[config.mk]
export PLATFORM = sky130hd
export DESIGN_NAME = mask_regfile_flat
export DESIGN_NICKNAME = d
export VERILOG_FILES = /design/src/lane_pkg.sv /design/src/lane_wb_if.sv /design/src/mask_regfile.sv /design/src/flat_wrapper.sv
export SDC_FILE = /design/constraint.sdc
export NUM_CORES = 1
export LEC_CHECK = 0
export BUFFER_PORTS_ARGS = -buffer_cell sky130_fd_sc_hd__buf_4
export CORE_MARGIN = 2
export CORE_UTILIZATION = 45
export DETAILED_ROUTE_END_ITERATION = 10
export PLACE_DENSITY = 0.73
export RECOVER_POWER = 25
export SETUP_SLACK_MARGIN = 0.5
export SYNTH_ARGS = -nofsm -noshare
export SYNTH_HDL_FRONTEND = slang
export SYNTH_SLANG_ARGS = --single-unit
[constraint.sdc]
create_clock -name clk_i -period 1.87 [get_ports clk_i]
set_input_delay 0.0935 -clock clk_i [delete_from_list [all_inputs] [get_ports clk_i]]
set_output_delay 0.0935 -clock clk_i [all_outputs]
set_load 0.01 [all_outputs]
[src/lane_pkg.sv]
package lane_pkg;

   //////////////////////////////////////////////////////////////////////
   // Widths and pipeline depths
   //////////////////////////////////////////////////////////////////////
   localparam int WORD_W         = 32;
   localparam int BYTES_PER_WORD = 4;
   localparam int ALU_CTRL_W     = 6;

   // Read request to operands at the ALU
   localparam int READ_DELAY = 2;
   // Write command to register file write
   localparam int WB_DELAY   = 2;

   //////////////////////////////////////////////////////////////////////
   // Selector codes
   //////////////////////////////////////////////////////////////////////
   // Element width, code 3 decodes as a full word too
   typedef enum logic [1:0] {
      BYTE = 2'd0,
      HALF = 2'd1,
      WORD = 2'd2
   } width_e;

   // Write-back data source
   typedef enum logic {
      SRC_ALU  = 1'b0,
      SRC_LOAD = 1'b1
   } wsrc_e;

   // One register word seen as bytes or as halfwords
   typedef union packed {
      logic [BYTES_PER_WORD-1:0][7:0] bytes;
      logic [1:0][15:0]               halves;
   } lane_word_t;

endpackage

[src/lane_wb_if.sv]
interface lane_wb_if import lane_pkg::*; #(
   parameter int W_PORTS    = 2,
   parameter int VRF_DEPTH  = 64,
   parameter int MASK_DEPTH = 32
);

   // VRF write side, one entry per lane
   logic [W_PORTS-1:0][$clog2(VRF_DEPTH)-1:0]  waddr;
   logic [W_PORTS-1:0][WORD_W-1:0]             wdata;
   logic [W_PORTS-1:0][BYTES_PER_WORD-1:0]     bwen;

   // Mask file write side
   logic [W_PORTS-1:0][$clog2(MASK_DEPTH)-1:0] mask_waddr;
   logic [W_PORTS-1:0]                         mask_wen;
   logic [W_PORTS-1:0]                         mask_wdata;

   modport wb (
      output waddr, wdata, bwen,
      output mask_waddr, mask_wen, mask_wdata
   );

   modport vrf (input waddr, wdata, bwen);

   modport mask (input mask_waddr, mask_wen, mask_wdata);

endinterface

[src/mask_regfile.sv]
module mask_regfile import lane_pkg::*; #(
   parameter int W_PORTS    = 2,
   parameter int MASK_DEPTH = 32
) (
   input  logic                                       clk_i,
   input  logic                                       rst_i,

   input  logic [W_PORTS-1:0][$clog2(MASK_DEPTH)-1:0] raddr_i,
   output logic [W_PORTS-1:0]                         rbit_o,

   lane_wb_if.mask                                    wb
);

   // One bit per element
   logic [MASK_DEPTH-1:0] mask_mem;

   // Read pipeline, stage 0 is the fresh read
   logic [WB_DELAY-1:0][W_PORTS-1:0] rd_pipe;

   always_ff @(posedge clk_i) begin
      for (int l = 0; l < W_PORTS; l++) begin
         if (wb.mask_wen[l]) begin
            mask_mem[wb.mask_waddr[l]] <= wb.mask_wdata[l];
         end
      end
   end

   always_ff @(posedge clk_i) begin
      if (!rst_i) begin
         rd_pipe <= '0;
      end else begin
         for (int l = 0; l < W_PORTS; l++) begin
            rd_pipe[0][l] <= mask_mem[raddr_i[l]];
         end
         for (int s = 1; s < WB_DELAY; s++) begin
            rd_pipe[s] <= rd_pipe[s-1];
         end
      end
   end

   // Lines up with the write command at the last write-back stage
   assign rbit_o = rd_pipe[WB_DELAY-1];

endmodule

[src/flat_wrapper.sv]
// flat-port wrapper written by rule: the top's interface ports become plain ports
module mask_regfile_flat import lane_pkg::*;
#(
   parameter int W_PORTS    = 2,
   parameter int MASK_DEPTH = 32
)
  (clk_i, rst_i, raddr_i, rbit_o, wb_mask_waddr, wb_mask_wen, wb_mask_wdata);
  lane_wb_if #(.W_PORTS(W_PORTS), .MASK_DEPTH(MASK_DEPTH)) wb_i ();
  input  logic clk_i;
  input  logic rst_i;
  input  logic [W_PORTS-1:0][$clog2(MASK_DEPTH)-1:0] raddr_i;
  output logic [W_PORTS-1:0] rbit_o;
  input wire logic [$bits(wb_i.mask_waddr)-1:0] wb_mask_waddr;
  input wire logic [$bits(wb_i.mask_wen)-1:0] wb_mask_wen;
  input wire logic [$bits(wb_i.mask_wdata)-1:0] wb_mask_wdata;
  assign wb_i.mask_waddr = wb_mask_waddr;
  assign wb_i.mask_wen = wb_mask_wen;
  assign wb_i.mask_wdata = wb_mask_wdata;
  mask_regfile #(.W_PORTS(W_PORTS), .MASK_DEPTH(MASK_DEPTH)) u_core (.clk_i(clk_i), .rst_i(rst_i), .raddr_i(raddr_i), .rbit_o(rbit_o), .wb(wb_i));
endmodule
# --- Word level (Yosys, flattened, before mapping) ---
# Index checks and enable logic that the tools add are counted.
totals:
  regBits: 36
  input_bits: 26
  output_inout_bits: 2
  elab_cells: 23
classes:
  order_cmp: 6
  mux: 12
  n_reduce_logical: 2
op_table:
  columns: ["cell", "n"]
  rows:
  - ["$bwmux W32", 2]
  - ["$mux W32", 2]
  - ["$lt A5 B6 Y1 const B", 4]
  - ["$bmux W1 S5", 2]
  - ["$demux W1 S5", 2]
  - ["$ge A5 B1 Y1 const B", 2]
  - ["$mux W1", 4]
  - ["$logic_and A1 B1 Y1", 2]

# --- Longest topological paths before layout ---
# Gate-level depths: netlist of run 1.
depth:
  word_depth: 8
  depth_mapped: 5

# --- Least setup slack after synthesis of run 1 ---
# No wires, ideal clock.
synth_timing:
  path_kind: "register to register"
  start: "register u_core.mask_mem[3]"
  end: "register u_core.rd_pipe[0] in the netlist's numbering"
  setup_time_ns: 0.117
  arrival_ns: 1.384
  t_required_ns: 1.753
  slack_ns: 0.369
  stages_incl_launch_ff: 5
  n_path_buf: 0
  cell_sequence: "dfxtp_1 > mux4_2 > nor2b_1 > a2111oi_0 > and4b_1"
synth_via:
  elab_chain_len: 2
synth_lines:
  columns: ["item", "line", "source"]
  rows:
  - ["start, declared", "mask_regfile.sv:15", "logic [MASK_DEPTH-1:0] mask_mem;"]
  - ["start signal, assigned by index", "mask_regfile.sv:23", "mask_mem[wb.mask_waddr[l]] <= wb.mask_wdata[l];"]
  - ["$bmux W1 S5", "mask_regfile.sv:33", "rd_pipe[0][l] <= mask_mem[raddr_i[l]];"]
  - ["$mux W1 (implied by the code)", "mask_regfile.sv:33", null]
  - ["end signal, assigned by index", "mask_regfile.sv:33", null]
  - ["end signal, assigned by index", "mask_regfile.sv:36", "rd_pipe[s] <= rd_pipe[s-1];"]
  - ["end, declared", "mask_regfile.sv:18", "logic [WB_DELAY-1:0][W_PORTS-1:0] rd_pipe;"]
# No other way between the ends. The select of a mux whose other input is x is not followed.
# A chain may end at the register's enable or synchronous reset.

# --- Final worst setup path of run 1 ---
layout_timing:
  start: "register u_core.mask_mem[6]"
  end: "register u_core.rd_pipe[1] in the netlist's numbering"
# Same word-level chain as after synthesis.

==> results of run 1 <==
## area by class of cell
| type | instances | area, um^2 |
|---|---|---|
| fillers | 498 | 2550 |
| multi-input cells | 207 | 1690 |
| flip-flops and latches | 36 | 726.9 |
| repair buffers | 32 | 229.0 |
| well taps | 72 | 90.09 |
| clock buffers | 5 | 68.82 |
| clock inverters | 3 | 42.54 |
| inverters | 2 | 7.507 |
## routing by layer
metal  GRT usage  wire (um)
met2      0.3638       2994
met4     0.08947        115
met1      0.2922       2784
met3     0.04138        483
met5           0          0
## cells in the mapped netlist (4+ instances only)
cell,n,share of area
nor2_1,38,0.057
mux2i_1,37,0.15
dfxtp_1,36,0.29
nand2_1,31,0.047
mux2_2,21,0.095
clkbuf_1,10,0.015
mux4_2,10,0.091
nand3b_1,9,0.027
nor3b_1,7,0.021
a221oi_1,6,0.021
a31oi_1,6,0.015
and3_1,4,0.010
buf_2,4,0.0081
mux4_1,4,0.042
nand3_1,4,0.0081
o21a_1,4,0.012
## what timing repair did
action | CTS | global route
hold buffers | 0 | 0
gates resized for setup | 1 | 11
endpoints found under the setup margin | 2 | 2
setup buffers | 0 | 1
pin swaps | 0 | 1
## per-stage QoR
stage          power [W]  std cells  area [um^2]  worst slack, ns
2_1_floorplan   0.001654        263         2484           0.4542
3_3_place_gp    0.001840        348         2713           0.3847
3_5_place_dp    0.001884        348         2713           0.3923
4_1_cts         0.002577        356         2825           0.3828
5_1_grt         0.002741        357         2855           0.3412
6_report        0.002614        357         2855           0.4361
## registers in the layout (all words and copies together) (netlist names)
name,flops
u_core.mask_mem,32
u_core.rbit_o,2
u_core.rd_pipe,2
## where the power goes
group / internal [W] / total, W / switching (W) / leakage [nW]
Sequential: 0.000982 / 0.00116 / 0.000176 / 0.303
Clock: 0.000395 / 0.000703 / 0.000308 / 0.0541
Combinational: 0.000457 / 0.000753 / 0.000296 / 0.737
## logic make-up (layout without fill, tap and decap cells)
| logic type | count (synthesis) | in the layout | share of synthesized area |
|---|---|---|---|
| multiplexers | 72 | 72 | 0.3771 |
| buffers and inverters | 20 | 42 | 0.03978 |
| AO/OA/AOI/OAI | 28 | 28 | 0.08157 |
| flip-flops | 36 | 36 | 0.2900 |
| AND/OR/NAND/NOR | 107 | 107 | 0.2115 |
## how the worst max path moves through the flow
| stage | endpoint | slack (ns) | cells past startpoint |
|---|---|---|---|
| 6_report | u_core.rd_pipe[1] | 0.44 | 4 |
| 3_3_place_gp | u_core.rd_pipe[0] | 0.38 | 5 |
| 2_1_floorplan | u_core.rd_pipe[0] | 0.45 | 4 |
| 4_1_cts | u_core.rd_pipe[0] | 0.38 | 4 |
| 5_1_grt | u_core.rd_pipe[0] | 0.34 | 4 |
| 3_5_place_dp | u_core.mask_mem[1] | 0.39 | 5 |
## worst max-delay path, stage by stage (launching register included)
cell and delay [ns]:
dfxtp_1 0.33, mux4_2 0.46, mux2_4 0.28, o31ai_2 0.17
a311oi_1 0.07
==> flow_summary.toml, run 1 <==
[run_status]
outcome = "completed"

[critical_path]
end_kind = "register"
crit_arrival_ns = 1.60
start_kind = "register"
cp_max_fo = 3
crit_required_ns = 2.04
r2r_start = "u_core.mask_mem[6]"
critPathKind = "reg2reg"
worstRegToRegCells = 4
ff2ff_setup_slack_ns = 0.44
r2r-end = "u_core.rd_pipe[1]"
startpoint = "u_core.mask_mem[6]"

[synthesis]
syn_area_per_cell_um2 = 9.448
synthesis.nets = 289
syn-cell-area_um2 = 2485
syn_inst = 263
yosys_warnings = 0
synthDistinctLibCells = 35
synthArstFlopShare = 0
ys.flop_type = "dfxtp_1"
ys_seq_elements = 36
ys_seq_area_frac = 0.2900
synth_edf_count = 0

[die]
io_pins = 28
design.core.area_um2 = 5405
num_rows = 27
die-area_um2 = 6132
initial_core_util = 0.4597
die_h_um = 78.31
die_w_um = 78.31

[sta]
rsz0062_at_grt = "true"
final_hold_viol_count = 0
tns_ns = 0
drv_slew = 0
fin_hold_ws_ns = 0.01975
tightest_slew_ns = 0.7054
relSlewSlack = 0.5287
finalSetupViolCount = 0
finalCritPeriodShare = 0.7668
fmax_mhz = 697.4
fin_crit_ns = 1.434
fin_worst_skew_ns = 0.006812

[worst_hold_path]
min_from = "raddr_i[8]"
hold_class = "in2reg"
whs_path_depth = 2
hold_end = "u_core.rd_pipe[1]"

[final_layout]
num_antenna_cells = 0
synthToLayoutAreaGrowth_pct = 14.90
final_common_cell = "nor2_1"
final_cell_mix = "nor2_1, mux2i_1, nand2_1, dfxtp_1, buf_4"
layout-drive-gt1-share = 0.2877
finish.utilization = 0.5282
num-nets-final = 310

[routing]
ant_nets = 0
vias_per_cell = 5.922
route.detailed.drc = 0
drtIter0Drc = 169
wire_per_inst_um = 17.87
dr.pass1.iters = 4
vias = 2114
finalWirelength_mm = 6.378

[job]
cap_violations = 0

[clocking]
clkLatencyLatePin_ns = 0.30
cts.sinks = 36
root_buffer = "clkbuf_8"
cts_buffer_depth = 2
cts_max_level = 2
cts_tree = "built"
numCtsBuffers = 5
clkTransAtPathRegs_ns = 0.07

[grt]
grt_pass1_wl_mm = 10.58
gr-usage-all-layers = 0.2230
grt_max_degree = 33
grt_pass1_vias = 2119
antenna_found_initial = 0
overflow = 0

[placement]
io_buffers = 27
dp_hpwl_mm = 4.796
gp_congestion = 0.8308

[power]
ir_worst_vdd_v = 0.0003737
p_leak_nw = 1.094
power_density_nw_per_um2 = 915.6
(Power assumes the default switching activity.)
==> run 2, diff against run 1 <==
--- a/config.mk
+++ b/config.mk
@@ -5,11 +5,12 @@
 export SDC_FILE = /design/constraint.sdc
 export NUM_CORES = 1
 export LEC_CHECK = 0
+export ABC_AREA = 1
 export BUFFER_PORTS_ARGS = -buffer_cell sky130_fd_sc_hd__buf_4
 export CORE_MARGIN = 2
 export CORE_UTILIZATION = 45
 export DETAILED_ROUTE_END_ITERATION = 10
-export PLACE_DENSITY = 0.73
+export PLACE_DENSITY = 0.75
 export RECOVER_POWER = 25
 export SETUP_SLACK_MARGIN = 0.5
 export SYNTH_ARGS = -nofsm -noshare
==> constraint.sdc (replaced) <==
create_clock -name clk_i -period 1.2 [get_ports clk_i]
set_input_delay 0.06 -clock clk_i [delete_from_list [all_inputs] [get_ports clk_i]]
set_output_delay 0.06 -clock clk_i [all_outputs]
set_load 0.01 [all_outputs]
==> flow_summary.toml, run 2 <==
[synthesis]
synthDistinctLibCells = 22
ys_seq_elements = 36
yosys-top-cells-count = "nand2_1, nand3_1, dfxtp_1, inv_1"
synth_top_cells_by_area = "dfxtp_1, nand2_1, nand3_1, inv_1, o21ai_1"
syn_area_per_cell_um2 = 5.836
synthArstFlopShare = 0
synth_top_area_frac = 0.2781
synth_edf_count = 0
ys.flop_type = "dfxtp_1"
synth.most_common_cell = "nand2_1"
yosys_warnings = 0
syn-cell-area_um2 = 2591
synth.largest_area_cell = "dfxtp_1"
synthesis.nets = 470
syn_inst = 444
ys_seq_area_frac = 0.2781

[critical_path]
crit_arrival_ns = 1.29
critPathKind = "in2reg"
crit_required_ns = 1.39
ff2ff_setup_slack_ns = 0.14
cp_slowest_cell = "dlymetal6s2s_1"
crit_top_cell = "nand2_1"
cp_max_fo = 8
start_kind = "primary input"
crit_buf_inv = 4
critPathTopFamily = "buffers and inverters"
cp_slowest_stage_delay_ns = 0.51
crit_chain = "buf_8 > inv_6 > nor3_4 > dlymetal6s2s_1 > nand2_1 > nand2_1 > o211ai_1 > o21ai_1 > inv_1"
end_kind = "register"

[power]
total_power_w = 0.004480
ir_worst_vdd_v = 0.0006228
power_density_nw_per_um2 = 1279
p_leak_nw = 1.585

[final_layout]
post_layout_nonfiller_instances = 557
fillers = 486
final_common_cell = "nand2_1"
synthToLayoutAreaGrowth_pct = 35.15
post-route-cell-area_um2 = 3502
num_antenna_cells = 0
num-nets-final = 510
final_cell_mix = "nand2_1, nand3_1, inv_1, buf_4"
largest_reg_flops = 32
layout-drive-gt1-share = 0.3155

[placement]
dp_hpwl_mm = 5.641
io_buffers = 27
dp.cells = 533
gp_congestion = 0.8991
place_area_um2 = 3038

[routing]
finalWirelength_mm = 8.161
vias = 3092
dr.pass1.iters = 5
ant_nets = 0
vias_per_cell = 5.551
route.detailed.drc = 0
wire_per_inst_um = 14.65
drtIter0Drc = 200

[clocking]
cts.sinks = 36
clkLatencyLatePin_ns = 0.29
numCtsBuffers = 5
cts_max_level = 2
cts_tree = "built"
clkTransAtPathRegs_ns = 0.08
cts_buffer_depth = 2
root_buffer = "clkbuf_8"

[sta]
fin_worst_skew_ns = 0.01234
finalSetupViolCount = 0
final_hold_viol_count = 0
rsz0062_at_grt = "true"
finalCritPeriodShare = 0.9150
fmax_mhz = 910.8
tns_ns = 0
drv_slew = 0
tightest_slew_ns = 0.6101
relSlewSlack = 0.5926
fin_crit_ns = 1.098

[grt]
gr-usage-all-layers = 0.2630
grt_pass1_vias = 2721
antenna_found_initial = 0
grt_max_degree = 27
grt_pass1_wl_mm = 13.10
overflow = 0

[die]
num_rows = 27
die_w_um = 79.89
die-area_um2 = 6382
design.core.area_um2 = 5540
initial_core_util = 0.4677
io_pins = 28
die_h_um = 79.89

[job]
cap_violations = 0

[run_status]
outcome = "completed"

[worst_hold_path]
hold_class = "in2reg"
## run 2: where the power goes
| part | switching (W) | total, W | internal (W) |
|---|---|---|---|
| combinational | 0.000745 | 0.00138 | 0.000635 |
| clock | 0.000460 | 0.00119 | 0.000734 |
| sequential | 0.000329 | 0.00191 | 0.00158 |
| total | 0.00153 | 0.00448 | 0.00295 |
## run 2: path summary, 6_finish.rpt
kind / start / to / cells after the start
setup / recovery: wb_mask_wen[0] / u_core.mask_mem[30] / 9
hold / removal: raddr_i[4] / u_core.rd_pipe[0] / 4
setup reg to reg: u_core.mask_mem[6] / u_core.rd_pipe[0] / 8
hold reg to reg: u_core.rd_pipe[1] / u_core.rbit_o[1] / 2
## run 2: worst reg2reg max path: cells and delay by family, from the launching register on
kind / cells / cell delay, ns
flops: 1 / 0.35
simple gates: 6 / 0.43
compound gates: 2 / 0.18
## run 2: cells by family (layout without fill, tap and decap cells)
kind of cell           Yosys count  count (layout)  synth area share
and+or+nand+nor                280             280            0.4785
buffers and inverters           67             108            0.1057
AOI/OAI and AO/OA               61              61            0.1376
DFF                             36              36            0.2781
## run 2: per-stage QoR
stage | util | hold slack (ns) | setup slack (ns)
floorplan | - | 0.1535 | 0.3224
global placement | 0.5483 | 0.2781 | 0.07403
detailed placement | 0.5483 | 0.2872 | 0.05632
CTS | 0.6073 | 0.04807 | 0.1241
global route | 0.6321 | 0.06989 | 0.03695
finish | 0.6321 | 0.05229 | 0.1020
## run 2: repair_timing
action	4_1_cts	5_1_grt
setup endpoints to repair	29	35
setup buffers	9	6
hold endpoints to repair	2	0
gates resized for setup	44	45
pin swaps	17	36
hold buffers	1	0
gates cloned	0	0
## run 2: area by class of cell
| type | instances | area [um^2] | share of cell area |
|---|---|---|---|
| Multi-Input combinational cell | 341 | 1790 | 0.5113 |
| Sequential cell | 36 | 763.2 | 0.2179 |
| Timing Repair Buffer | 51 | 486.7 | 0.1390 |
| Inverter | 49 | 245.2 | 0.07002 |
| Clock buffer | 7 | 96.34 | 0.02751 |
| Tap cell | 72 | 90.09 | 0.02572 |
| Clock inverter | 1 | 30.03 | 0.008574 |
## run 2: per-layer routing
| layer | routed length [um] | GRT usage | vias up |
|---|---|---|---|
| li1 | - | - | 1526 |
| met1 | 3520 | 0.3447 | 1412 |
| met2 | 3918 | 0.4417 | 134 |
| met3 | 572 | 0.03959 | 20 |
| met4 | 149 | 0.08475 | 0 |
| met5 | 0 | 0 | - |
==> run 3, diff against run 2 <==
==> constraint.sdc (replaced) <==
create_clock -name clk_i -period 1.2 [get_ports clk_i]
set_input_delay 0.12 -clock clk_i [delete_from_list [all_inputs] [get_ports clk_i]]
set_output_delay 0.12 -clock clk_i [all_outputs]
set_load 0.01 [all_outputs]
==> flow_summary.toml, run 3 (synthesis gave the netlist of run 2 again) <==
[run_status]
outcome = "completed"

[die]
die_w_um = 79.89
die-area_um2 = 6382
design.core.area_um2 = 5540
io_pins = 28
die_h_um = 79.89
num_rows = 27
initial_core_util = 0.4677

[sta]
relSlewSlack = 0.5344
drv_slew = 0
finalSetupViolCount = 0
rsz0062_at_grt = "true"
finalCritPeriodShare = 0.9567
fin_worst_skew_ns = 0.004625
fmax_mhz = 871.1
tightest_slew_ns = 0.6931
final_hold_viol_count = 0
fin_crit_ns = 1.148

[grt]
gr-usage-all-layers = 0.2743
grt_pass1_wl_mm = 13.55
antenna_found_initial = 0
overflow = 0
grt_max_degree = 27
grt_pass1_vias = 2807

[routing]
route.detailed.drc = 0
dr.pass1.iters = 5
vias_per_cell = 5.674
finalWirelength_mm = 8.835
vias = 3206
wire_per_inst_um = 15.64
drtIter0Drc = 220
ant_nets = 0

[final_layout]
layout-drive-gt1-share = 0.3063
post-route-cell-area_um2 = 3674
synthToLayoutAreaGrowth_pct = 41.77
num-nets-final = 518
largest_reg_flops = 32
final_common_cell = "nand2_1"
num_antenna_cells = 0
final_cell_mix = "nand2_1, nand3_1, buf_4"

[clocking]
clkTransAtPathRegs_ns = 0.08
cts_max_level = 2
root_buffer = "clkbuf_8"
clkLatencyLatePin_ns = 0.29
cts.sinks = 36
cts_buffer_depth = 2
numCtsBuffers = 5
cts_tree = "built"

[critical_path]
start_kind = "primary input"
critPathKind = "in2reg"
crit_arrival_ns = 1.39
cp_max_fo = 6
end_kind = "register"
crit_required_ns = 1.44

[power]
ir_worst_vdd_v = 0.0005851
power_density_nw_per_um2 = 1185
total_power_w = 0.004354
p_leak_nw = 1.728

[placement]
dp_hpwl_mm = 5.910
gp_congestion = 0.8789
io_buffers = 27
place_area_um2 = 3088

[job]
cap_violations = 0

[worst_hold_path]
hold_class = "in2reg"
## run 3: changes by cell type in the layout (fill, tap and decap cells not counted), sizes merged
cell / change
clkinvlp: -1
dlygate4sd3: -1
inv: +1
dlymetal6s2s: -1
buf: +13
clkbuf: -4
clkinv: +1
## run 3: through the flow
step | TNS [ns] | setup slack, ns | std cells | hold slack (ns) | util
floorplan | 0 | 0.2792 | 444 | 0.2135 | -
global placement | 0 | 0.04492 | 537 | 0.3373 | 0.5574
detailed placement | -0.008974 | -0.008974 | 537 | 0.3476 | 0.5574
CTS | 0 | 0.1391 | 554 | 0.04366 | 0.6278
global route | -0.02191 | -0.02191 | 565 | 0.06196 | 0.6631
finish | 0 | 0.05200 | 565 | 0.04242 | 0.6631
## run 3: metal layers
layer	vias up	wire, um	GRT usage
li1	1552	-	-
met1	1478	3577	0.3655
met2	158	4345	0.4458
met3	18	695	0.04977
met4	0	216	0.09153
met5	-	0	0
## run 3: final timing paths
path | from | endpoint | depth (start not counted) | slack, ns
setup / recovery | wb_mask_waddr[7] | u_core.mask_mem[20] | 7 | 0.05
hold / removal | rst_i | u_core.rbit_o[1] | 3 | 0.04
setup reg to reg | u_core.mask_mem[6] | u_core.rd_pipe[0] | 8 | 0.15
hold reg to reg | u_core.rd_pipe[1] | u_core.rbit_o[1] | 2 | 0.43
## run 3: where the power goes
part           internal, W  switching [W]
clock network     0.000617       0.000473
logic             0.000629       0.000766
registers          0.00153       0.000338
## run 3: critical path: stages
cell,delay (ns)
buf_4,0.17
inv_4,0.07
nor3_1,0.54
nand2_1,0.18
o211ai_1,0.15
o21ai_1,0.10
inv_1,0.06
## run 3: layout make-up
cell class                      instances  area, um^2
Fill cell                             452        1867
Multi-Input combinational cell        341        1854
Sequential cell                        36       733.2
Timing Repair Buffer                   59       626.9
Inverter                               49       261.5
Tap cell                               72       90.09
Clock buffer                            6       72.57
Clock inverter                          2       35.03
## run 3: repair_timing
| item | 4_1_cts | 5_1_grt |
|---|---|---|
| cloned | 1 | 0 |
| setup buffers | 8 | 11 |
| setup endpoints to repair | 34 | 36 |
| pin swaps | 29 | 37 |
| resized for setup | 56 | 47 |
| hold buffers | 0 | 0 |
