==> config.mk <==
export PLATFORM = sky130hd
export DESIGN_NAME = element_extract
export DESIGN_NICKNAME = d
export VERILOG_FILES = /design/src/lane_pkg.sv /design/src/element_extract.sv
export SDC_FILE = /design/constraint.sdc
export NUM_CORES = 1
export LEC_CHECK = 0
export ABC_CLOCK_PERIOD_IN_PS = 3240
export BUFFER_PORTS_ARGS = -buffer_cell sky130_fd_sc_hd__buf_4
export CAP_MARGIN = 5
export CORE_AREA = 8 8 119 121
export CTS_CLUSTER_SIZE = 12
export DETAILED_ROUTE_END_ITERATION = 8
export DIE_AREA = 0 0 127 129
export GPL_ROUTABILITY_DRIVEN = 0
export PLACE_DENSITY_LB_ADDON = 0.25
export SYNTH_ARGS = -nofsm -noshare
export SYNTH_HDL_FRONTEND = slang
export SYNTH_SLANG_ARGS = --single-unit
export TNS_END_PERCENT = 100
==> constraint.sdc <==
create_clock -name clk_i -period 3.24 [get_ports clk_i]
set_input_delay 0.324 -clock clk_i [delete_from_list [all_inputs] [get_ports clk_i]]
set_output_delay 0.324 -clock clk_i [all_outputs]
set_load 0.03 [all_outputs]
==> src/lane_pkg.sv <==
package lane_pkg;

   //////////////////////////////////////////////////////////////////////
   // Widths and pipeline depths
   //////////////////////////////////////////////////////////////////////
   localparam int WORD_W         = 32;
   localparam int BYTES_PER_WORD = 4;
   localparam int ALU_CTRL_W     = 6;

   // Read request to operands at the ALU
   localparam int READ_DELAY = 2;
   // Write command to register file write
   localparam int WB_DELAY   = 2;

   //////////////////////////////////////////////////////////////////////
   // Selector codes
   //////////////////////////////////////////////////////////////////////
   // Element width, code 3 decodes as a full word too
   typedef enum logic [1:0] {
      BYTE = 2'd0,
      HALF = 2'd1,
      WORD = 2'd2
   } width_e;

   // Write-back data source
   typedef enum logic {
      SRC_ALU  = 1'b0,
      SRC_LOAD = 1'b1
   } wsrc_e;

   // One register word seen as bytes or as halfwords
   typedef union packed {
      logic [BYTES_PER_WORD-1:0][7:0] bytes;
      logic [1:0][15:0]               halves;
   } lane_word_t;

endpackage

==> src/element_extract.sv <==
module element_extract import lane_pkg::*; #(
   parameter int R_PORTS = 4
) (
   input  logic                           clk_i,
   input  logic                           rst_i,

   input  logic [R_PORTS-1:0][WORD_W-1:0] rdata_i,
   input  logic [R_PORTS-1:0][1:0]        el_index_i,
   input  width_e [R_PORTS/2-1:0]         width_i,
   output logic [R_PORTS-1:0][WORD_W-1:0] elem_o
);

   // Index and width aligned with the registered read word
   logic [R_PORTS-1:0][1:0]        idx_q;
   width_e [R_PORTS/2-1:0]         width_q;
   logic [R_PORTS-1:0][WORD_W-1:0] elem_d;

   always_ff @(posedge clk_i) begin
      if (!rst_i) begin
         idx_q <= '0;
         for (int l = 0; l < R_PORTS / 2; l++) begin
            width_q[l] <= BYTE;
         end
      end else begin
         idx_q   <= el_index_i;
         width_q <= width_i;
      end
   end

   //////////////////////////////////////////////////////////////////////
   // Element select
   //////////////////////////////////////////////////////////////////////
   always_comb begin
      lane_word_t word;
      for (int p = 0; p < R_PORTS; p++) begin
         word = lane_word_t'(rdata_i[p]);
         // Ports 2k and 2k+1 follow the width of lane k
         case (width_q[p / 2])
            BYTE: begin
               elem_d[p] = WORD_W'(word.bytes[idx_q[p]]);
            end
            HALF: begin
               elem_d[p] = WORD_W'(word.halves[idx_q[p][0]]);
            end
            default: begin
               elem_d[p] = rdata_i[p];
            end
         endcase
      end
   end

   // Operand register in front of the ALU
   always_ff @(posedge clk_i) begin
      if (!rst_i) begin
         elem_o <= '0;
      end else begin
         elem_o <= elem_d;
      end
   end

endmodule

After elaboration in Yosys (flattened, before gate mapping)
Index checks and enable logic that the tools add are counted.

word-level totals
  register bits = 140
  output and inout port bits = 128

cells by class
  $lt $le $gt $ge = 8
  eq/ne operators = 2
  reduce and logical (&&, ||, !) cells = 2
  muxes and demuxes = 20

operators by type and width
  cell                                                                           count
  32-bit case mux with 2 select lines                                            4
  16-bit 2-to-1 mux                                                              8
  8-bit binary-select mux with 2-bit select                                      4
  8-bit 2-to-1 mux                                                               4
  2-bit by 3-bit less-than comparator with 1-bit output (second input constant)  4
  1-bit by 2-bit less-than comparator with 1-bit output (second input constant)  4
  2-bit by 1-bit equality test with 1-bit output (second input constant)         2
  2-bit zero test                                                                2

Logic depth before layout (Yosys ltp)
Gate-level depths: netlist of the first run.

  depth after elaboration = 3
  gate-level depth with buffers = 5

Least setup slack after synthesis of the first run
OpenSTA, ideal clock, no wires.

  path kind = register -> register
  from = register idx_q[6] (netlist bit)
  to = register elem_o[102] (netlist bit)
  path buffers = 1
  setup slack = 1.918 ns
  data arrival time = 1.199 ns
  stages on the path, launching flop included = 5
  cell sequence = dfxtp_1 buf_6 mux4_2 nand2_1 o211ai_2

between the ends
  longest elaborated chain between the ends = 3

RTL lines
  what                                                                            RTL line                                      text
  start: declaration                                                              element_extract.sv:14                         logic [R_PORTS-1:0][1:0] idx_q;
  start signal: assignment                                                        element_extract.sv:25                         idx_q <= el_index_i;
  8-bit binary-select mux with 2-bit select or 16-bit 2-to-1 mux (tied branches)  element_extract.sv:40, element_extract.sv:43
  8-bit 2-to-1 mux (not written as such) or 16-bit 2-to-1 mux (tied branches)     element_extract.sv:40, element_extract.sv:43
  32-bit case mux with 2 select lines (*)                                         element_extract.sv:38                         case (width_q[p / 2])
  end signal: assignment                                                          element_extract.sv:57                         elem_o <= elem_d;
  end: declaration                                                                element_extract.sv:10                         output logic [R_PORTS-1:0][WORD_W-1:0] elem_o

Mark *: on every way between the ends. The rest lies on a longest branch, timed or not. The select of a mux whose other input is x is not followed.
A chain may end at the register's enable or synchronous reset.

Worst setup path in the final report of the first run
  from = register idx_q[6] (netlist bit)
  to = register elem_o[103] (netlist bit)

Same word-level chain as after synthesis.

==> results.json, run 1 <==
{
  "status": "completed",
  "clkTransAtPathRegs_ns": 0.06,
  "synthArstFlopShare": 0,
  "grt_use_met1": 0.258,
  "syn-cell-area_um2": 6290,
  "yosys_warnings": 0,
  "firstDrtPassIters": 5,
  "die-area_um2": 16400,
  "fin_crit_ns": 2.08,
  "met3_usage": 0.103,
  "seqCellArea_um2": 2810,
  "max_stage_delay_ns": 1.00,
  "hp-class": "in2reg",
  "post_cts_buffers": 0,
  "synth_edf_count": 0,
  "grt_pass1_vias": 6086,
  "multi_input_area_um2": 3110,
  "grt_max_degree": 64,
  "worstPathArrival_ns": 2.41,
  "cts_resized": 0,
  "timing.slew.headroom": 0.305,
  "fin_crit_sh": 0.642,
  "ys_ff_latch": 140,
  "core-area_um2": 12300,
  "synth_cell_types": 32,
  "grt_busiest_layer": "met2",
  "clk_latency_ns": 0.43,
  "cts.sinks": 140,
  "grt_setup_unrepaired": "no",
  "cts_made_buffers": 17,
  "vias": 5915,
  "drv_cap": 0,
  "tritoncts": "yes",
  "grt_pass1_wl_um": 31500,
  "die_x_um": 127,
  "port_buffers": 269,
  "h-tree-depth": 4,
  "grt_remaining_overflow": 0,
  "dp_hpwl_um": 14800,
  "finalHoldViolCount": 0,
  "met2_usage": 0.420,
  "critPathLaunchType": "flip-flop",
  "chipHeight_um": 129,
  "clock_skew_ns": 0.00625,
  "drive_above_1_share": 0.390,
  "areaGrowthSynthToFinish_pct": 39.4,
  "drcViolationCount": 0,
  "seq_area_frac_synth": 0.446,
  "antenna_cells": 0,
  "clk_root_buffer_cell": "clkbuf_16",
  "cts_hold_buffers": 0,
  "drt_iter0_drc": 589,
  "drv_slew": 0,
  "track_usage": 0.245,
  "syn-num-nets": 779,
  "fill_cells": 956,
  "crit_path_cell_trace": "nor2b_1 -> a21oi_1 -> o211ai_1",
  "clk_path_buf_depth": 2,
  "synth_cells": 637,
  "start_util": 0.511,
  "ir_drop_mv": 0.463,
  "antenna_found_initial": 0,
  "synth.avg_cell_area_um2": 9.87,
  "ioPinCount": 270,
  "cp_max_fo": 33,
  "utilization": 0.712,
  "cp.required_ns": 3.57,
  "ant_nets": 0,
  "crit_type": "reg2reg",
  "synth_top_flop_cell": "dfxtp_1",
  "vias_per_cell": 5.73,
  "critical_path.slowest_cell": "dfxtp_1",
  "fmax_ghz": 0.481,
  "powerDensity_nw_per_um2": 528,
  "finalSetupViolCount": 0,
  "worst_pin_slew_ns": 1.04,
  "setup_tns_ns": 0,
  "wirelength_um": 20200,
  "nNetsFinal": 1012,
  "leakagePower_nw": 4.13,
  "end_kind": "flip-flop",
  "rows": 41,
  "wl_per_cell_um": 19.6
}
## state kept, by name, summed over array words and instances (netlist names)
register and count:
elem_o 128, idx_q 8, width_q 4
## report_power, final
| group | switching [W] | internal, W | total [W] |
|---|---|---|---|
| clock | 0.000720 | 0.00124 | 0.00196 |
| combinational | 0.000417 | 0.000370 | 0.000787 |
| sequential | 0.0000730 | 0.00181 | 0.00189 |
## cell type report
class | count | share of cell area
inverter | 1 | 0.000428
tap | 150 | 0.0214
multi-input combinational | 435 | 0.354
timing repair buffer | 275 | 0.235
clock buffer | 20 | 0.0521
clock inverter | 12 | 0.0166
sequential | 140 | 0.320
## stage by stage
stage	hold WS, ns	worst slack (ns)	instance area, µm²	power, W	std cells
2_1_floorplan	0.451	1.92	6290	0.00235	637
3_3_place_gp	0.533	1.25	8170	0.00268	1001
3_5_place_dp	0.535	1.15	8170	0.00271	1001
4_1_cts	0.0912	1.17	8770	0.00465	1033
5_1_grt	0.0927	0.935	8770	0.00480	1033
6_report	0.103	1.16	8770	0.00463	1033
## synth_stat cells (2+ instances only)
cell,n,area (µm²)
buf_4,8,60.1
dfxtp_1,140,2800
buf_2,13,65.1
mux4_1,6,158
and2_1,12,75.1
and2b_1,11,82.6
o211ai_1,30,225
nor2b_1,48,300
clkbuf_2,2,10.0
and2b_2,7,61.3
nand3_1,35,175
nand2_1,63,236
a21oi_1,63,315
clkbuf_1,25,93.8
mux4_2,25,563
and3b_1,30,263
and3_1,64,400
clkbuf_8,6,82.6
o21ai_0,33,165
buf_1,2,7.51
buf_6,3,33.8
## per-layer routing
| metal | wire length [µm] | share of wire |
|---|---|---|
| met3 | 2180 | 0.11 |
| met1 | 7420 | 0.37 |
| met5 | 0 | 0 |
| met4 | 540 | 0.027 |
| met2 | 10100 | 0.50 |
## critical path: cells and delay by family (launching register included)
kind / cells / cell delay, ns
and+or+nand+nor: 1 / 0.58
AOI/OAI and AO/OA: 2 / 0.38
DFF: 1 / 1.00
## cell families after synthesis
logic type	synth area share
simple gates	0.260
flops	0.446
compound gates	0.116
buf+inv	0.0605
mux	0.118
## layout by cell type, fill, tap and decap left out, types with 17 or more instances in the layout
| master | synthesis | routed |
|---|---|---|
| and3b_1 | 30 | 30 |
| clkbuf_16 | 0 | 17 |
| dfxtp_1 | 140 | 138 |
| mux4_2 | 25 | 25 |
| nand2_1 | 63 | 63 |
| o21ai_0 | 33 | 33 |
| o211ai_1 | 30 | 30 |
| buf_4 | 8 | 275 |
| nand3_1 | 35 | 35 |
| nor2b_1 | 48 | 48 |
| and3_1 | 64 | 64 |
| a21oi_1 | 63 | 63 |
## final timing paths
check / from / endpoint / slack (ns) / cells past startpoint
max reg2reg: idx_q[6] / elem_o[103] / 1.16 / 3
max: idx_q[6] / elem_o[103] / 1.16 / 3
min: el_index_i[0] / idx_q[0] / 0.10 / 2
min reg2reg: idx_q[4] / elem_o[64] / 0.76 / 3
Note: power is estimated with default switching activity, not from simulation.
==> inputs of run 2 (changes only) <==
--- a/config.mk
+++ b/config.mk
@@ -5,13 +5,13 @@
 export SDC_FILE = /design/constraint.sdc
 export NUM_CORES = 1
 export LEC_CHECK = 0
-export ABC_CLOCK_PERIOD_IN_PS = 3240
+export ABC_CLOCK_PERIOD_IN_PS = 2100
 export BUFFER_PORTS_ARGS = -buffer_cell sky130_fd_sc_hd__buf_4
 export CAP_MARGIN = 5
-export CORE_AREA = 8 8 119 121
+export CORE_AREA = 8 8 124 126
 export CTS_CLUSTER_SIZE = 12
 export DETAILED_ROUTE_END_ITERATION = 8
-export DIE_AREA = 0 0 127 129
+export DIE_AREA = 0 0 132 134
 export GPL_ROUTABILITY_DRIVEN = 0
 export PLACE_DENSITY_LB_ADDON = 0.25
 export SYNTH_ARGS = -nofsm -noshare
==> constraint.sdc (replaced) <==
create_clock -name clk_i -period 2.1 [get_ports clk_i]
set_input_delay 0.21 -clock clk_i [delete_from_list [all_inputs] [get_ports clk_i]]
set_output_delay 0.21 -clock clk_i [all_outputs]
set_load 0.03 [all_outputs]
==> run 2 against run 1 <==
Compared with the run above: hold slack got worse by 0.071 ns; register-to-register slack worse by 0.80 ns; worst setup slack worse by 0.80 ns; flip-flop and latch count is the same; utilization down 4.3 points; first-iteration DRC count down 10%; global-route usage is 1.4 points lower; routed wire length is 3.0% higher; via count increased by 2.0%; design area up 3.1%; highest routed layer unchanged.
==> results.json, run 2 (same netlist as run 1, synthesis figures left out) <==
{
  "status": "completed",
  "clk_latency_ns": 0.42,
  "timing.rr.end": "elem_o[5]",
  "finalSetupViolCount": 0,
  "place_area_um2": 8330,
  "tritoncts": "yes",
  "hp-class": "in2reg",
  "reg_top3": "elem_o x128, idx_q x8, width_q x4",
  "multi_input_area_um2": 3110,
  "drt_iter0_drc": 530,
  "chipHeight_um": 134,
  "setup_tns_ns": 0,
  "hold_start": "width_i[0]",
  "drive_above_1_share": 0.395,
  "timing.slew.headroom": 0.290,
  "grt_max_degree": 65,
  "cts.sinks": 140,
  "finalHoldViolCount": 0,
  "clkTransAtPathRegs_ns": 0.06,
  "worst_pin_slew_ns": 1.06,
  "fill_cells": 1124,
  "antenna_found_initial": 0,
  "leakagePower_nw": 4.25,
  "fin_crit_ns": 1.74,
  "post_cts_buffers": 0,
  "stdcell_count": 1089,
  "powerDensity_nw_per_um2": 799,
  "start_util": 0.466,
  "areaGrowthSynthToFinish_pct": 43.8,
  "die-area_um2": 17700,
  "ant_nets": 0,
  "crit_type": "reg2reg",
  "nNetsFinal": 1038,
  "largest_reg_flops": 128,
  "critPathLaunchType": "flip-flop",
  "drv_slew": 0,
  "final_cell_mix": "buf_4 (289), dfxtp_1 (138), and3_1 (64)",
  "die_x_um": 132,
  "vias": 6031,
  "ioPinCount": 270,
  "drcViolationCount": 0,
  "seqCellArea_um2": 2810,
  "rows": 43,
  "cp_max_fo": 26,
  "antenna_cells": 0,
  "layout_commonest_cell": "buf_4",
  "fin_crit_sh": 0.828,
  "grt_pass1_wl_um": 32800,
  "end_kind": "flip-flop",
  "wl_per_cell_um": 19.1,
  "vias_per_cell": 5.54,
  "placed_cells": 1046,
  "grt_remaining_overflow": 0,
  "fmax_ghz": 0.575,
  "grt_pass1_vias": 6355,
  "cp.required_ns": 2.44,
  "grt_setup_unrepaired": "no",
  "reg2reg_depth": 3,
  "wirelength_um": 20800,
  "clock_skew_ns": 0.00442,
  "worstPathArrival_ns": 2.08,
  "clk_path_buf_depth": 2,
  "final_cell_area_um2": 9040,
  "cts_made_buffers": 17,
  "ir_drop_mv": 0.572,
  "clk_root_buffer_cell": "clkbuf_16",
  "r2r_slack_ns": 0.36,
  "holdPathStages": 2,
  "hold_end": "width_q[0]",
  "dp_hpwl_um": 15300,
  "firstDrtPassIters": 5,
  "core-area_um2": 13500,
  "port_buffers": 269,
  "track_usage": 0.231,
  "h-tree-depth": 4,
  "r2r_start": "width_q[1]",
  "drv_cap": 0,
  "top_register": "elem_o"
}
[run 2: cell count changes in the layout (fill, tap and decap cells not counted), sizes merged]
cell | before | now
dlygate4sd3 | 0 | 11
buf | 275 | 290
[run 2: how the worst max path moves through the flow]
stage | from | to | slack (ns) | depth (start not counted)
after floorplan | idx_q[6] | elem_o[102] | 0.78 | 4
after global placement | width_q[1] | elem_o[7] | 0.52 | 3
after detailed placement | idx_q[0] | elem_o[0] | 0.42 | 4
after CTS | idx_q[6] | elem_o[101] | 0.39 | 4
after global routing | width_q[1] | elem_o[6] | 0.21 | 3
final | width_q[1] | elem_o[5] | 0.36 | 3
[run 2: report_power, final]
part	total (W)	internal (W)	leakage, nW	switching (W)
clock network	0.00305	0.00192	0.288	0.00113
logic	0.00129	0.000604	2.82	0.000683
registers	0.00289	0.00280	1.15	0.0000900
[run 2: stage by stage]
step	utilization	total power, W	worst slack, ns	hold slack, ns
floorplan	-	0.00363	0.778	0.337
global placement	0.617	0.00417	0.518	0.419
detailed placement	0.617	0.00420	0.424	0.421
CTS	0.669	0.00726	0.386	0.000843
global route	0.670	0.00748	0.210	0.0226
finish	0.670	0.00722	0.361	0.0321
[run 2: repair_timing]
action / in CTS / in global routing
gates resized for setup: 0 / 0
endpoints found under the hold margin: 10 / 1
hold buffers: 10 / 1
[run 2: area by class of cell]
type / count / area share
multi-input combinational: 435 / 0.343
sequential: 140 / 0.310
timing repair buffer: 301 / 0.254
clock buffer: 20 / 0.0505
tap: 180 / 0.0249
clock inverter: 12 / 0.0161
inverter: 1 / 0.000415
[run 2: per-layer routing]
| layer | part of all wire | wire, µm | global-route usage |
|---|---|---|---|
| met3 | 0.092 | 1910 | 0.0875 |
| met4 | 0.026 | 534 | 0.103 |
| met1 | 0.39 | 8040 | 0.250 |
| met5 | 0 | 0 | 0 |
| met2 | 0.50 | 10300 | 0.395 |
[run 2: worst max-delay path, cell delays in order (launching register included)]
cell      delay, ns
dfxtp_2        0.46
nor3b_2        0.92
nand2_1        0.14
o211ai_1       0.13
==> inputs of run 3 (changes only) <==
--- a/config.mk
+++ b/config.mk
@@ -5,13 +5,14 @@
 export SDC_FILE = /design/constraint.sdc
 export NUM_CORES = 1
 export LEC_CHECK = 0
-export ABC_CLOCK_PERIOD_IN_PS = 2100
+export ABC_AREA = 1
+export ABC_CLOCK_PERIOD_IN_PS = 1600
 export BUFFER_PORTS_ARGS = -buffer_cell sky130_fd_sc_hd__buf_4
 export CAP_MARGIN = 5
-export CORE_AREA = 8 8 124 126
+export CORE_AREA = 8 8 129 131
 export CTS_CLUSTER_SIZE = 12
 export DETAILED_ROUTE_END_ITERATION = 8
-export DIE_AREA = 0 0 132 134
+export DIE_AREA = 0 0 137 139
 export GPL_ROUTABILITY_DRIVEN = 0
 export PLACE_DENSITY_LB_ADDON = 0.25
 export SYNTH_ARGS = -nofsm -noshare
==> constraint.sdc (replaced) <==
create_clock -name clk_i -period 1.6 [get_ports clk_i]
set_input_delay 0.16 -clock clk_i [delete_from_list [all_inputs] [get_ports clk_i]]
set_output_delay 0.16 -clock clk_i [all_outputs]
set_load 0.03 [all_outputs]
==> run 3 against run 2 <==
Compared with the run above: count of clock-buffer cells in the layout up 2; sequential power up 29%; clock skew up 0.0018 ns; combinational power up 43%; total power up 33%; critical path depth up 2; synthesized cell count up 38%; design area up 8.9%; cell count up 32%; critical path type unchanged; critical endpoint is now elem_o[77]; largest power group unchanged; highest routed layer unchanged.
==> results.json, run 3 <==
{
  "end_kind": "flip-flop",
  "synth_top_area_frac": 0.455,
  "grt_max_degree": 49,
  "crit_type": "reg2reg",
  "tritoncts": "yes",
  "ys_ff_latch": 140,
  "clk_path_buf_depth": 2,
  "grt_pass1_vias": 7135,
  "grt_pass1_wl_um": 34900,
  "drive_above_1_share": 0.273,
  "vias_per_cell": 4.85,
  "synth_top_flop_cell": "dfxtp_1",
  "utilization": 0.668,
  "areaGrowthSynthToFinish_pct": 60.0,
  "setup_tns_ns": 0,
  "leakagePower_nw": 5.30,
  "setup_ws_ns": 0.189,
  "grt_remaining_overflow": 0,
  "synth_area_leader_cell": "dfxtp_1",
  "h-tree-depth": 4,
  "drt_iter0_drc": 456,
  "drv_slew": 0,
  "seq_area_frac_synth": 0.455,
  "worst_pin_slew_ns": 0.462,
  "nNetsFinal": 1377,
  "worstPathArrival_ns": 1.71,
  "yosys_warnings": 0,
  "synth_edf_count": 0,
  "synth_cells": 882,
  "port_buffers": 269,
  "dp_hpwl_um": 15300,
  "cts.sinks": 140,
  "clock_skew_ns": 0.00623,
  "fin_crit_ns": 1.41,
  "syn-cell-area_um2": 6150,
  "crit_path_cell_trace": "nor2_8 -> nand2_4 -> clkinv_1 -> nand3_1 -> o211ai_2",
  "placed_cells": 1312,
  "wl_per_cell_um": 15.2,
  "final_cell_mix": "buf_4 (285), nand2_1 (262), dfxtp_1 (140)",
  "grt_setup_unrepaired": "no",
  "path_buf_inv": 1,
  "max_stage_delay_ns": 0.51,
  "cts_made_buffers": 17,
  "ir_drop_mv": 0.623,
  "powerDensity_nw_per_um2": 977,
  "die-area_um2": 19000,
  "hp-class": "in2reg",
  "antenna_found_initial": 1,
  "core-area_um2": 14800,
  "start_util": 0.417,
  "synthArstFlopShare": 0,
  "critPathLaunchType": "flip-flop",
  "syn-num-nets": 1024,
  "drv_cap": 0,
  "die_x_um": 137,
  "vias": 6967,
  "rows": 45,
  "firstDrtPassIters": 5,
  "synth.most_common_cell": "nand2_1",
  "synth_cell_types": 24,
  "ys_top_cells_by_area": "dfxtp_1 (46%), nand2_1 (16%), nand3_1 (9.2%)",
  "cts_resized": 0,
  "finalSetupViolCount": 0,
  "clk_root_buffer_cell": "clkbuf_16",
  "ioPinCount": 270,
  "chipHeight_um": 139,
  "layout_commonest_cell": "buf_4",
  "status": "completed",
  "timing.slew.headroom": 0.691,
  "clk_latency_ns": 0.42,
  "p_total_w": 0.00962,
  "clkTransAtPathRegs_ns": 0.06,
  "ant_nets": 0,
  "cp.required_ns": 1.90,
  "drcViolationCount": 0,
  "preCtsSetupSlack_ns": 0.215,
  "reg_top3": "elem_o x128, idx_q x8, width_q x4",
  "fin_crit_sh": 0.882,
  "stdcell_count": 1436,
  "track_usage": 0.228,
  "top_register": "elem_o",
  "wirelength_um": 21900,
  "largest_reg_flops": 128,
  "critical_path.slowest_cell": "dfxtp_1",
  "path_delay_family": "flip-flops",
  "finalHoldViolCount": 0,
  "synth_common_cells": "nand2_1 (262), dfxtp_1 (140), inv_1 (130)",
  "fmax_ghz": 0.709,
  "cp_max_fo": 10,
  "synth.avg_cell_area_um2": 6.98
}
[run 3: cell type report]
class / instances / area, µm²
Tap cell: 188 / 235
Clock inverter: 9 / 138
Timing Repair Buffer: 381 / 3140
Clock buffer: 22 / 464
Multi-Input combinational cell: 558 / 2550
Sequential cell: 140 / 2800
Antenna cell: 1 / 2.50
Fill cell: 1242 / 4900
Inverter: 137 / 517
[run 3: path summary, 6_finish.rpt]
check	start	endpoint	slack, ns	depth (start not counted)
worst max-delay path	width_q[3]	elem_o[77]	0.19	5
worst min-delay path	rdata_i[11]	elem_o[11]	0.02	3
worst max register to register	width_q[3]	elem_o[77]	0.19	5
worst min register to register	idx_q[4]	elem_o[78]	0.61	2
[run 3: logic make-up (layout without fill, tap and decap cells)]
kind of cell / after synthesis / count (layout) / share of synthesized area
compound gates: 112 / 112 / 0.110
buf+inv: 184 / 549 / 0.131
simple gates: 446 / 446 / 0.304
other cells: 0 / 1 / 0
flops: 140 / 140 / 0.455
[run 3: stage by stage]
stage,area (µm²),hold slack (ns)
after floorplan,6150,0.258
after global placement,8320,0.344
after detailed placement,8320,0.346
after CTS,9840,0.0116
after global routing,9850,0.0391
final,9850,0.0247
[run 3: layer usage]
layer | vias up | GRT usage | routed length, µm
li1 | 3451 | - | -
met1 | 3178 | 0.240 | 8150
met2 | 300 | 0.399 | 10900
met3 | 38 | 0.0830 | 2350
met4 | 0 | 0.0938 | 485
met5 | - | 0 | 0
[run 3: worst min-delay path: stages]
cell,delay [ns]
buf_4,0.08
inv_1,0.04
o21ai_0,0.13
[run 3: timing repair]
| action | CTS | global route |
|---|---|---|
| setup buffers | 0 | 0 |
| hold buffers | 92 | 0 |
| hold endpoints to repair | 92 | 0 |
| endpoints found under the setup margin | 0 | 0 |
[run 3: power by group]
group          internal, W  switching (W)  total (W)
Combinational     0.000825        0.00103    0.00185
Clock              0.00254        0.00150    0.00404
Sequential         0.00366      0.0000745    0.00373
Total              0.00702        0.00260    0.00962
